`config.mk`:
```
export PLATFORM = sky130hd
export DESIGN_NAME = sdram_tester_top
export DESIGN_NICKNAME = d
export VERILOG_FILES = /design/src/hdl/sdram_tester_pkg.sv /design/src/hdl/hex_entry.sv /design/src/hdl/prompt_text.sv /design/src/hdl/sdram_tester_top.sv /design/src/hdl/tester_ctrl.sv /design/src/hdl/tx_pacer.sv
export VERILOG_INCLUDE_DIRS = /design/src /design/src/hdl
export SDC_FILE = /design/constraint.sdc
export NUM_CORES = 1
export LEC_CHECK = 0
export ABC_AREA = 1
export BUFFER_PORTS_ARGS = -buffer_cell sky130_fd_sc_hd__buf_4
export CORE_UTILIZATION = 40
export CTS_BUF_LIST = sky130_fd_sc_hd__clkbuf_8
export CTS_CLUSTER_SIZE = 28
export DETAILED_ROUTE_END_ITERATION = 10
export HOLD_SLACK_MARGIN = 0.12
export PLACE_DENSITY = 0.62
export SETUP_SLACK_MARGIN = 0.3
export SYNTH_ARGS = -nofsm -noshare
export SYNTH_HDL_FRONTEND = slang
export SYNTH_SLANG_ARGS = --single-unit
export TNS_END_PERCENT = 30
```
`constraint.sdc`:
```
create_clock -name i_clk -period 8.6 [get_ports i_clk]
set_clock_uncertainty 0.2 [all_clocks]
set_input_delay 1.72 -clock i_clk [delete_from_list [all_inputs] [get_ports i_clk]]
set_output_delay 1.72 -clock i_clk [all_outputs]
set_load 0.02 [all_outputs]
```
`src/hdl/sdram_tester_cfg.svh`:
```
/* build constants of the tester
   ADDR_W has to stay 4 * ADDR_DIGITS and DATA_W 4 * DATA_DIGITS
   MSG_MAX_LEN bounds every prompt and sizes the byte index */
`ifndef SDRAM_TESTER_CFG_SVH
`define SDRAM_TESTER_CFG_SVH

// hex digits typed per field
`define DATA_DIGITS 8
`define ADDR_DIGITS 6

// memory bus widths
`define ADDR_W 24
`define DATA_W 32

// idle cycles of tx_busy before the next paced byte
`define PACE_IDLE_CYCLES 8

// longest message in bytes
`define MSG_MAX_LEN 48

`endif

```
`src/hdl/sdram_tester_pkg.sv`:
```
/* shared types of the tester
   mem_req_t is 61 bits wide with the default widths */
`include "sdram_tester_cfg.svh"

package sdram_tester_pkg;

  // memory request, fields held until ready
  typedef struct packed {
    logic                 valid;
    logic [3:0]           wstrb;  // all ones for write, zero for read
    logic [`ADDR_W-1:0]   addr;
    logic [`DATA_W-1:0]   wdata;
  } mem_req_t;

  // one byte towards the uart transmitter
  typedef struct packed {
    logic       en;    // one cycle per byte
    logic [7:0] data;
  } tx_byte_t;

  // selects the text printed by the pacer
  typedef enum logic [2:0] {
    MSG_MENU,
    MSG_WRITE,
    MSG_WADDR,
    MSG_WOK,
    MSG_READ,
    MSG_RDATA
  } msg_id_t;

  /* read word as seen by the bus and by the hex printer
     nibbles[0] is the most significant digit */
  typedef union packed {
    logic [`DATA_W-1:0]                 word;
    logic [0:`DATA_DIGITS-1][3:0]       nibbles;
  } data_word_u;

endpackage

```
`src/hdl/hex_entry.sv`:
```
/* collects i_digits hex characters, echoing each accepted one
   non hex bytes are dropped silently, value is right aligned */
`timescale 1ns/100ps
`include "sdram_tester_cfg.svh"

module hex_entry (
  input  logic                              i_clk,
  input  logic                              i_rstn,
  input  logic                              i_start,
  input  logic [$clog2(`DATA_DIGITS+1)-1:0] i_digits,
  input  logic                              i_rx_done,
  input  logic [7:0]                        i_rx_data,
  output logic [`DATA_W-1:0]                o_value,
  output sdram_tester_pkg::tx_byte_t        o_tx,
  output logic                              o_done
);
  localparam int DIG_W = $clog2(`DATA_DIGITS + 1);

  logic             active;
  logic [DIG_W-1:0] digits_q;
  logic [DIG_W-1:0] count;
  logic             is_hex;
  logic [3:0]       nibble;
  logic             accept;

  // ascii to nibble, letters in either case
  always_comb
  begin
    is_hex = 1'b1;
    nibble = i_rx_data[3:0];
    if (i_rx_data >= 8'h30 && i_rx_data <= 8'h39)
      nibble = i_rx_data[3:0];
    else if ((i_rx_data >= 8'h41 && i_rx_data <= 8'h46) ||
             (i_rx_data >= 8'h61 && i_rx_data <= 8'h66))
      nibble = i_rx_data[3:0] + 4'd9;
    else
      is_hex = 1'b0;
  end

  assign accept = active && i_rx_done && is_hex;

  always_ff @(posedge i_clk)
  begin
    if (!i_rstn)
    begin
      active <= 1'b0;
      count <= '0;
      o_tx <= '0;
      o_done <= 1'b0;
    end
    else
    begin
      o_tx <= '0;
      o_done <= 1'b0;
      if (i_start)
      begin
        active <= 1'b1;
        count <= '0;
      end
      else if (accept)
      begin
        o_tx <= {1'b1, i_rx_data};  // echo
        count <= count + 1'b1;
        if (count + 1'b1 == digits_q)
        begin
          active <= 1'b0;
          o_done <= 1'b1;
        end
      end
    end
  end

  always_ff @(posedge i_clk)
  begin
    if (i_start)
    begin
      digits_q <= i_digits;
      o_value <= '0;
    end
    else if (accept)
      o_value <= {o_value[`DATA_W-5:0], nibble};  // new digit enters low
  end

endmodule

```
`src/hdl/prompt_text.sv`:
```
/* combinational text rom for all messages
   bytes past the message length read as zero */
`timescale 1ns/100ps
`include "sdram_tester_cfg.svh"

module prompt_text (
  input  sdram_tester_pkg::msg_id_t       i_msg_id,
  input  logic [$clog2(`MSG_MAX_LEN)-1:0] i_idx,
  input  sdram_tester_pkg::data_word_u    i_rdata,
  output logic [7:0]                      o_byte,
  output logic [$clog2(`MSG_MAX_LEN)-1:0] o_len
);
  import sdram_tester_pkg::*;

  localparam int IDX_W = $clog2(`MSG_MAX_LEN);
  localparam int TXT_W = 8 * `MSG_MAX_LEN;
  localparam int NIB_W = $clog2(`DATA_DIGITS);

  localparam logic [TXT_W-1:0] TXT_MENU  = "SDRAM TESTER\015\012Options: 1-Write, 2-Read\015\012";
  localparam logic [TXT_W-1:0] TXT_WRITE = "WRITE\015\012Enter 32-bit data:\015\012";
  localparam logic [TXT_W-1:0] TXT_WADDR = "\015\012Enter 24-bit address:\015\012";
  localparam logic [TXT_W-1:0] TXT_WOK   = "\015\012Data write ok!\015\012";
  localparam logic [TXT_W-1:0] TXT_READ  = "READ\015\012Enter 24-bit address:\015\012";
  localparam logic [TXT_W-1:0] TXT_RPRE  = "\015\012Read data: ";
  localparam logic [TXT_W-1:0] TXT_CRLF  = "\015\012";

  localparam logic [IDX_W-1:0] LEN_MENU  = IDX_W'(40);
  localparam logic [IDX_W-1:0] LEN_WRITE = IDX_W'(27);
  localparam logic [IDX_W-1:0] LEN_WADDR = IDX_W'(25);
  localparam logic [IDX_W-1:0] LEN_WOK   = IDX_W'(18);
  localparam logic [IDX_W-1:0] LEN_READ  = IDX_W'(29);
  localparam logic [IDX_W-1:0] LEN_RPRE  = IDX_W'(13);
  localparam logic [IDX_W-1:0] LEN_CRLF  = IDX_W'(2);
  localparam logic [IDX_W-1:0] LEN_HEX   = IDX_W'(`DATA_DIGITS);
  localparam logic [IDX_W-1:0] LEN_RDATA = LEN_RPRE + LEN_HEX + LEN_CRLF;

  logic [IDX_W-1:0] tail_idx;  // index behind the read prefix
  logic [NIB_W-1:0] nib_sel;

  // strings are right aligned, first char sits highest
  function automatic logic [7:0] text_byte(input logic [TXT_W-1:0] txt,
                                           input logic [IDX_W-1:0] len,
                                           input logic [IDX_W-1:0] idx);
    logic [7:0] b;
    b = 8'h00;
    if (idx < len)
      b = txt[8*(len-1-idx) +: 8];
    return b;
  endfunction

  function automatic logic [7:0] hex_char(input logic [3:0] nib);
    if (nib < 4'd10)
      return 8'h30 + {4'h0, nib};
    else
      return 8'h37 + {4'h0, nib};  // upper case A..F
  endfunction

  assign tail_idx = i_idx - LEN_RPRE;
  assign nib_sel = tail_idx[NIB_W-1:0];

  always_comb
  begin
    o_len = LEN_RDATA;
    case (i_msg_id)
      MSG_MENU:
      begin
        o_len = LEN_MENU;
        o_byte = text_byte(TXT_MENU, LEN_MENU, i_idx);
      end
      MSG_WRITE:
      begin
        o_len = LEN_WRITE;
        o_byte = text_byte(TXT_WRITE, LEN_WRITE, i_idx);
      end
      MSG_WADDR:
      begin
        o_len = LEN_WADDR;
        o_byte = text_byte(TXT_WADDR, LEN_WADDR, i_idx);
      end
      MSG_WOK:
      begin
        o_len = LEN_WOK;
        o_byte = text_byte(TXT_WOK, LEN_WOK, i_idx);
      end
      MSG_READ:
      begin
        o_len = LEN_READ;
        o_byte = text_byte(TXT_READ, LEN_READ, i_idx);
      end
      default:
      begin
        if (i_idx < LEN_RPRE)
          o_byte = text_byte(TXT_RPRE, LEN_RPRE, i_idx);
        else if (tail_idx < LEN_HEX)
          o_byte = hex_char(i_rdata.nibbles[nib_sel]);
        else
          o_byte = text_byte(TXT_CRLF, LEN_CRLF, tail_idx - LEN_HEX);
      end
    endcase
  end

endmodule

```
`src/hdl/sdram_tester_top.sv`:
```
/* uart driven sdram tester, byte wide uart and single word memory port
   i_rx_done and i_mem_ready are one cycle strobes */
`timescale 1ns/100ps
`include "sdram_tester_cfg.svh"

module sdram_tester_top (
  input  logic                       i_clk,
  input  logic                       i_rstn,
  input  logic                       i_rx_done,
  input  logic [7:0]                 i_rx_data,
  input  logic                       i_tx_busy,
  output sdram_tester_pkg::tx_byte_t o_tx,
  input  logic                       i_mem_ready,
  input  logic [`DATA_W-1:0]         i_mem_rdata,
  output sdram_tester_pkg::mem_req_t o_mem_req
);
  import sdram_tester_pkg::*;

  localparam int IDX_W = $clog2(`MSG_MAX_LEN);
  localparam int DIG_W = $clog2(`DATA_DIGITS + 1);

  logic               msg_start;
  msg_id_t            msg_id;
  logic               msg_done;
  tx_byte_t           pacer_tx;
  logic               entry_start;
  logic [DIG_W-1:0]   entry_digits;
  logic               entry_done;
  logic [`DATA_W-1:0] entry_value;
  tx_byte_t           entry_tx;
  data_word_u         rdata;
  msg_id_t            text_id;
  logic [IDX_W-1:0]   text_idx;
  logic [7:0]         text_byte;
  logic [IDX_W-1:0]   text_len;

  tester_ctrl u_ctrl (
    .i_clk(i_clk), .i_rstn(i_rstn), .i_rx_done(i_rx_done), .i_rx_data(i_rx_data),
    .i_mem_ready(i_mem_ready), .i_mem_rdata(i_mem_rdata), .o_mem_req(o_mem_req),
    .o_tx(o_tx), .o_msg_start(msg_start), .o_msg_id(msg_id), .i_msg_done(msg_done),
    .i_pacer_tx(pacer_tx), .o_entry_start(entry_start), .o_entry_digits(entry_digits),
    .i_entry_done(entry_done), .i_entry_value(entry_value), .i_entry_tx(entry_tx),
    .o_rdata(rdata)
  );

  tx_pacer u_pacer (
    .i_clk(i_clk), .i_rstn(i_rstn), .i_start(msg_start), .i_msg_id(msg_id),
    .i_tx_busy(i_tx_busy), .o_text_id(text_id), .o_text_idx(text_idx),
    .i_text_byte(text_byte), .i_text_len(text_len), .o_tx(pacer_tx), .o_done(msg_done)
  );

  hex_entry u_entry (
    .i_clk(i_clk), .i_rstn(i_rstn), .i_start(entry_start), .i_digits(entry_digits),
    .i_rx_done(i_rx_done), .i_rx_data(i_rx_data), .o_value(entry_value),
    .o_tx(entry_tx), .o_done(entry_done)
  );

  prompt_text u_text (
    .i_msg_id(text_id), .i_idx(text_idx), .i_rdata(rdata),
    .o_byte(text_byte), .o_len(text_len)
  );

endmodule

```
`src/hdl/tester_ctrl.sv`:
```
/* menu FSM, one write or one read per pass through the menu
   the memory request holds until i_mem_ready and is then dropped
   unknown option bytes are ignored */
`timescale 1ns/100ps
`include "sdram_tester_cfg.svh"

module tester_ctrl (
  input  logic                              i_clk,
  input  logic                              i_rstn,
  input  logic                              i_rx_done,
  input  logic [7:0]                        i_rx_data,
  input  logic                              i_mem_ready,
  input  logic [`DATA_W-1:0]                i_mem_rdata,
  output sdram_tester_pkg::mem_req_t        o_mem_req,
  output sdram_tester_pkg::tx_byte_t        o_tx,
  output logic                              o_msg_start,
  output sdram_tester_pkg::msg_id_t         o_msg_id,
  input  logic                              i_msg_done,
  input  sdram_tester_pkg::tx_byte_t        i_pacer_tx,
  output logic                              o_entry_start,
  output logic [$clog2(`DATA_DIGITS+1)-1:0] o_entry_digits,
  input  logic                              i_entry_done,
  input  logic [`DATA_W-1:0]                i_entry_value,
  input  sdram_tester_pkg::tx_byte_t        i_entry_tx,
  output sdram_tester_pkg::data_word_u      o_rdata
);
  import sdram_tester_pkg::*;

  localparam int DIG_W = $clog2(`DATA_DIGITS + 1);

  typedef enum logic [3:0] {
    ST_MENU, ST_WAIT_OPT, ST_WR_PROMPT, ST_WR_DATA, ST_WA_PROMPT, ST_WR_ADDR,
    ST_WR_REQ, ST_WR_OK, ST_RD_PROMPT, ST_RD_ADDR, ST_RD_REQ, ST_RD_PRINT
  } state_t;

  state_t             state;
  state_t             msg_next;       // follows a finished message
  logic               launched;       // start already pulsed in this state
  logic               is_msg_state;
  logic               is_entry_state;
  logic               req_valid;
  logic [3:0]         req_wstrb;
  logic [`ADDR_W-1:0] addr_q;
  logic [`DATA_W-1:0] wdata_q;

  always_comb
  begin
    is_msg_state = 1'b0;
    is_entry_state = 1'b0;
    o_msg_id = MSG_MENU;
    msg_next = ST_WAIT_OPT;
    o_entry_digits = DIG_W'(`ADDR_DIGITS);
    case (state)
      ST_MENU:
        is_msg_state = 1'b1;
      ST_WR_PROMPT:
      begin
        is_msg_state = 1'b1;
        o_msg_id = MSG_WRITE;
        msg_next = ST_WR_DATA;
      end
      ST_WA_PROMPT:
      begin
        is_msg_state = 1'b1;
        o_msg_id = MSG_WADDR;
        msg_next = ST_WR_ADDR;
      end
      ST_WR_OK:
      begin
        is_msg_state = 1'b1;
        o_msg_id = MSG_WOK;
        msg_next = ST_MENU;
      end
      ST_RD_PROMPT:
      begin
        is_msg_state = 1'b1;
        o_msg_id = MSG_READ;
        msg_next = ST_RD_ADDR;
      end
      ST_RD_PRINT:
      begin
        is_msg_state = 1'b1;
        o_msg_id = MSG_RDATA;
        msg_next = ST_MENU;
      end
      ST_WR_DATA:
      begin
        is_entry_state = 1'b1;
        o_entry_digits = DIG_W'(`DATA_DIGITS);
      end
      ST_WR_ADDR, ST_RD_ADDR:
        is_entry_state = 1'b1;
      default:
        is_msg_state = 1'b0;
    endcase
  end

  always_ff @(posedge i_clk)
  begin
    if (!i_rstn)
    begin
      state <= ST_MENU;
      launched <= 1'b0;
      o_msg_start <= 1'b0;
      o_entry_start <= 1'b0;
      req_valid <= 1'b0;
      req_wstrb <= 4'h0;
      o_tx <= '0;
    end
    else
    begin
      o_msg_start <= 1'b0;
      o_entry_start <= 1'b0;
      o_tx <= i_pacer_tx | i_entry_tx;  // never both active
      if (is_msg_state || is_entry_state)
      begin
        if (!launched)
        begin
          launched <= 1'b1;
          o_msg_start <= is_msg_state;
          o_entry_start <= is_entry_state;
        end
        else if (is_msg_state && i_msg_done)
        begin
          launched <= 1'b0;
          state <= msg_next;
        end
        else if (is_entry_state && i_entry_done)
        begin
          launched <= 1'b0;
          if (state == ST_WR_DATA)
            state <= ST_WA_PROMPT;
          else
          begin
            state <= (state == ST_WR_ADDR) ? ST_WR_REQ : ST_RD_REQ;
            req_valid <= 1'b1;  // rises with the address captured below
            req_wstrb <= (state == ST_WR_ADDR) ? 4'hF : 4'h0;
          end
        end
      end
      else if (state == ST_WAIT_OPT)
      begin
        if (i_rx_done && i_rx_data == 8'h31)
          state <= ST_WR_PROMPT;
        else if (i_rx_done && i_rx_data == 8'h32)
          state <= ST_RD_PROMPT;
      end
      else if (i_mem_ready)
      begin
        req_valid <= 1'b0;
        req_wstrb <= 4'h0;
        state <= (state == ST_WR_REQ) ? ST_WR_OK : ST_RD_PRINT;
      end
    end
  end

  always_ff @(posedge i_clk)
  begin
    if (is_entry_state && launched && i_entry_done)
    begin
      if (state == ST_WR_DATA)
        wdata_q <= i_entry_value;
      else
        addr_q <= i_entry_value[`ADDR_W-1:0];
    end
    if (state == ST_RD_REQ && i_mem_ready)
      o_rdata.word <= i_mem_rdata;
  end

  always_comb
  begin
    o_mem_req.valid = req_valid;
    o_mem_req.wstrb = req_wstrb;
    o_mem_req.addr = addr_q;
    o_mem_req.wdata = (req_wstrb == 4'hF) ? wdata_q : '0;  // reads carry no data
  end

endmodule

```
`src/hdl/tx_pacer.sv`:
```
/* sends one message byte per PACE_IDLE_CYCLES idle cycles of tx_busy
   o_tx is combinational, the caller registers it */
`timescale 1ns/100ps
`include "sdram_tester_cfg.svh"

module tx_pacer (
  input  logic                            i_clk,
  input  logic                            i_rstn,
  input  logic                            i_start,
  input  sdram_tester_pkg::msg_id_t       i_msg_id,
  input  logic                            i_tx_busy,
  output sdram_tester_pkg::msg_id_t       o_text_id,
  output logic [$clog2(`MSG_MAX_LEN)-1:0] o_text_idx,
  input  logic [7:0]                      i_text_byte,
  input  logic [$clog2(`MSG_MAX_LEN)-1:0] i_text_len,
  output sdram_tester_pkg::tx_byte_t      o_tx,
  output logic                            o_done
);
  import sdram_tester_pkg::*;

  localparam int IDX_W = $clog2(`MSG_MAX_LEN);
  localparam int CNT_W = $clog2(`PACE_IDLE_CYCLES);

  logic             active;
  msg_id_t          msg_q;
  logic [IDX_W-1:0] idx_q;
  logic [CNT_W-1:0] idle_cnt;
  logic             send;

  // last of the idle cycles in a row
  assign send = active && !i_tx_busy && (idle_cnt == CNT_W'(`PACE_IDLE_CYCLES - 1));
  assign o_text_id = msg_q;
  assign o_text_idx = idx_q;

  always_comb
  begin
    o_tx.en = send;
    o_tx.data = send ? i_text_byte : 8'h00;  // zero when idle, merged by OR
  end

  always_ff @(posedge i_clk)
  begin
    if (!i_rstn)
    begin
      active <= 1'b0;
      msg_q <= MSG_MENU;
      idx_q <= '0;
      idle_cnt <= '0;
      o_done <= 1'b0;
    end
    else
    begin
      o_done <= 1'b0;
      if (i_start)
      begin
        active <= 1'b1;
        msg_q <= i_msg_id;
        idx_q <= '0;
        idle_cnt <= '0;
      end
      else if (active)
      begin
        if (i_tx_busy)
          idle_cnt <= '0;  // back-pressure restarts the count
        else if (send)
        begin
          idle_cnt <= '0;
          if (idx_q == i_text_len - 1'b1)
          begin
            active <= 1'b0;
            o_done <= 1'b1;
          end
          else
            idx_q <= idx_q + 1'b1;
        end
        else
          idle_cnt <= idle_cnt + 1'b1;
      end
    end
  end

endmodule

```
==> flow_summary.ini <==
[outcome]
status = complete, no violations

[logic_synthesis]
synth_top_area_share_pct = 27.07
ys.warnings.count = 0
synthAdderAreaFrac_pct = 2.757
synthSimpleGateAreaFrac_pct = 31.92
synth.yosys.seq_area_share_pct = 42.91
synthesis.area_um2 = 9985
synth_compound_area_share_pct = 11.59
synth.cells.most_frequent = 366 x nand2_1, 182 x nor2_1, 158 x inv_1
synth.most_common_cell = nand2_1
synth_top_cell_by_area = edfxtp_1
synth_cells = 1382
synth_mux_area_share_pct = 0
synth-xor-area-share_pct = 0.9649
synth_edf_count = 90
ys.flop_type = edfxtp_1
async_flop_share_pct = 0
synth_top_family_by_area = simple AND/OR/NAND/NOR gates
avgSynthCellArea_um2 = 7.225
ys_types = 46
synth_nets = 1449
synthTopCellsByArea = edfxtp_1 27%, dfxtp_1 16%, nand2_1 14%
ys_ff_latch = 169

[worst_setup_path]
r2r_slack_ns = 4.43
reg2reg_depth = 13
crit_required_ns = 8.80
r2r_end = u_ctrl.o_tx[1]
cp.arrival_ns = 4.37
end_kind = flop
cp-startpoint = u_pacer.o_text_idx[1]
crit_end = u_ctrl.o_tx[1]
crit_type = flop to flop
startpoint_type = flop
r2r-start = u_pacer.o_text_idx[1]
crit_fanout = 16

[place]
port_buffers = 114
hpwl_um = 19310
place_area_um2 = 11010
place_ws_ns = 4.117
gp_congestion = 0.9201

[global_route]
grt-ovfl-total = 0
grt_use_total_pct = 21.31
antenna_found_initial = 0
grt_pass1_wl_um = 43680
first_global_vias = 8560
grt_start_max_net_pins = 42

[routing]
top_layer = met4
drc_errors = 0
wl_met2_um = 12600
met3_length_um = 1632
antenna_left = 0
vias = 9283
wirelength_um = 26840
via_per_inst = 5.134
wl_per_cell_um = 14.84
dr.pass1.iters = 6
met1_length_um = 12120
drtIter0Drc = 1090

[clock_network]
root_buffer = clkbuf_8
clock_sinks = 169
cts.htree.levels = 4
ctsLongestPathBuffers = 2
clkSlewWorstSetupHoldPaths_ns = 0.09
cts_setup_buffers = 0
clock_latency_ns = 0.48
cts_tree = done
cts.repair.resized = 0
numCtsBuffers = 17
cts_hold_buffers = 0

[timing]
setup_ws_ns = 4.431
whs_ns = 0.2167
max_clock_freq_mhz = 239.9
tns_ns = 0
rsz0062_at_grt = false
setup_viol = 0
fin_crit_sh_pct = 48.48
maxSlewViolCount = 0
slew_headroom_pct = 29.11
finalHoldViolations = 0
worst_pin_slew_ns = 1.062
min_period_ns = 4.169

[worst_hold_path]
worstHoldPathType = flop to flop

[floorplanning]
fp.coreArea_um2 = 24390
io-pin-count = 115
start_util_pct = 40.94
num_rows = 57
die_area_um2 = 25600
die_y_um = 160.0
die-width_um = 160.0

[power]
p_leak_nw = 5.521
powerDensity_nw_per_um2 = 127.1
vdd_drop_max_uv = 103.2

[layout]
drive_gt1_share_pct = 14.69
final_area_um2 = 11380
n_antenna_cell = 0
layout.nets = 1538
area_growth_pct = 14.01
fillers = 2450

[run]
maxCapViolCount = 0
kinds of logic (layout without fill, tap and decap cells):
group,Yosys count,after routing
xor+xnor,11,11
flops,169,169
compound gates,208,208
fa+ha+maj,22,22
other cells,1,1
simple gates,742,742
buf+inv,229,331
layer usage:
layer	up-vias	global-route usage [%]
met5	-	0
met4	0	6.450
li1	4669	-
met1	4221	28.79
met3	46	3.818
met2	347	34.62
sequential cells by signal (all words and copies together), names as in the netlist, 6 cells and up:
name	cells
u_ctrl.o_rdata	32
u_ctrl.wdata_q	32
u_entry.o_value	32
u_ctrl.addr_q	24
u_ctrl.o_tx	9
u_entry.o_tx	9
u_pacer.o_text_idx	6
per-stage QoR:
step	total power, mW	utilization (%)	instances
floorplan	0.9036	-	1382
global placement	0.9313	45.12	1776
detailed placement	0.9318	45.12	1776
CTS	1.464	46.67	1808
global route	1.507	46.67	1808
finish	1.447	46.67	1808
area by class of cell:
class / instances / area [µm²] / share of cell area, %
Clock buffer: 18 / 247.7 / 2.176
Clock inverter: 14 / 130.1 / 1.143
Inverter: 176 / 668.1 / 5.869
Multi-Input combinational cell: 984 / 4725 / 41.50
Sequential cell: 169 / 4284 / 37.63
Tap cell: 324 / 405.4 / 3.561
Timing Repair Buffer: 123 / 923.4 / 8.112
critical path, cell delays in order (launching register included):
cell and delay [ns]:
dfxtp_1 0.82, inv_1 0.48, ha_1 0.40, inv_1 0.10, nand2_1 0.08, xor2_1 0.63
inv_1 0.38, o211ai_1 0.24, nand2_1 0.08, nand2_1 0.06, nand3_1 0.09, nand3_1 0.18
nand3_1 0.17, a21oi_1 0.17
cell usage in the layout (no fill, tap or decap), types with 2 or more instances in the layout:
master,instances
nor3_1,13
nor2_4,5
xor2_1,9
o22ai_1,2
nand2_2,14
nor2_1,182
o31ai_1,2
nor3_2,2
nand2_4,5
edfxtp_1,90
o21a_1,2
o21ai_0,96
inv_2,14
o21ai_1,2
clkinv_4,3
inv_1,159
clkbuf_8,18
nand2_1,366
nand3b_1,4
o211ai_1,12
a31oi_1,8
inv_6,5
a21oi_2,3
ha_1,22
inv_4,4
nand3_2,3
nand3_1,122
inv_8,3
nor2_2,8
a211oi_1,2
a21oi_1,73
nand4_1,13
o21ai_2,3
buf_4,123
xnor2_1,2
dfxtp_1,79
power breakdown:
| group | total [mW] | leakage (nW) | switching [mW] | internal (mW) |
|---|---|---|---|---|
| Clock | 0.534 | 0.199 | 0.314 | 0.220 |
| Sequential | 0.860 | 1.54 | 0.00746 | 0.853 |
| Combinational | 0.0532 | 3.78 | 0.0285 | 0.0248 |
worst min-delay path by stage:
stage                     cells after the start              to       startpoint
after global routing                          2  u_ctrl.o_tx[7]  u_entry.o_tx[7]
after global placement                        2  u_ctrl.o_tx[7]  u_entry.o_tx[7]
after detailed placement                      2  u_ctrl.o_tx[7]  u_entry.o_tx[7]
after floorplan                               2  u_ctrl.o_tx[7]  u_entry.o_tx[7]
after CTS                                     2  u_ctrl.o_tx[7]  u_entry.o_tx[7]
final                                         2  u_ctrl.o_tx[7]  u_entry.o_tx[7]
Power figures use the tool's default switching activity.
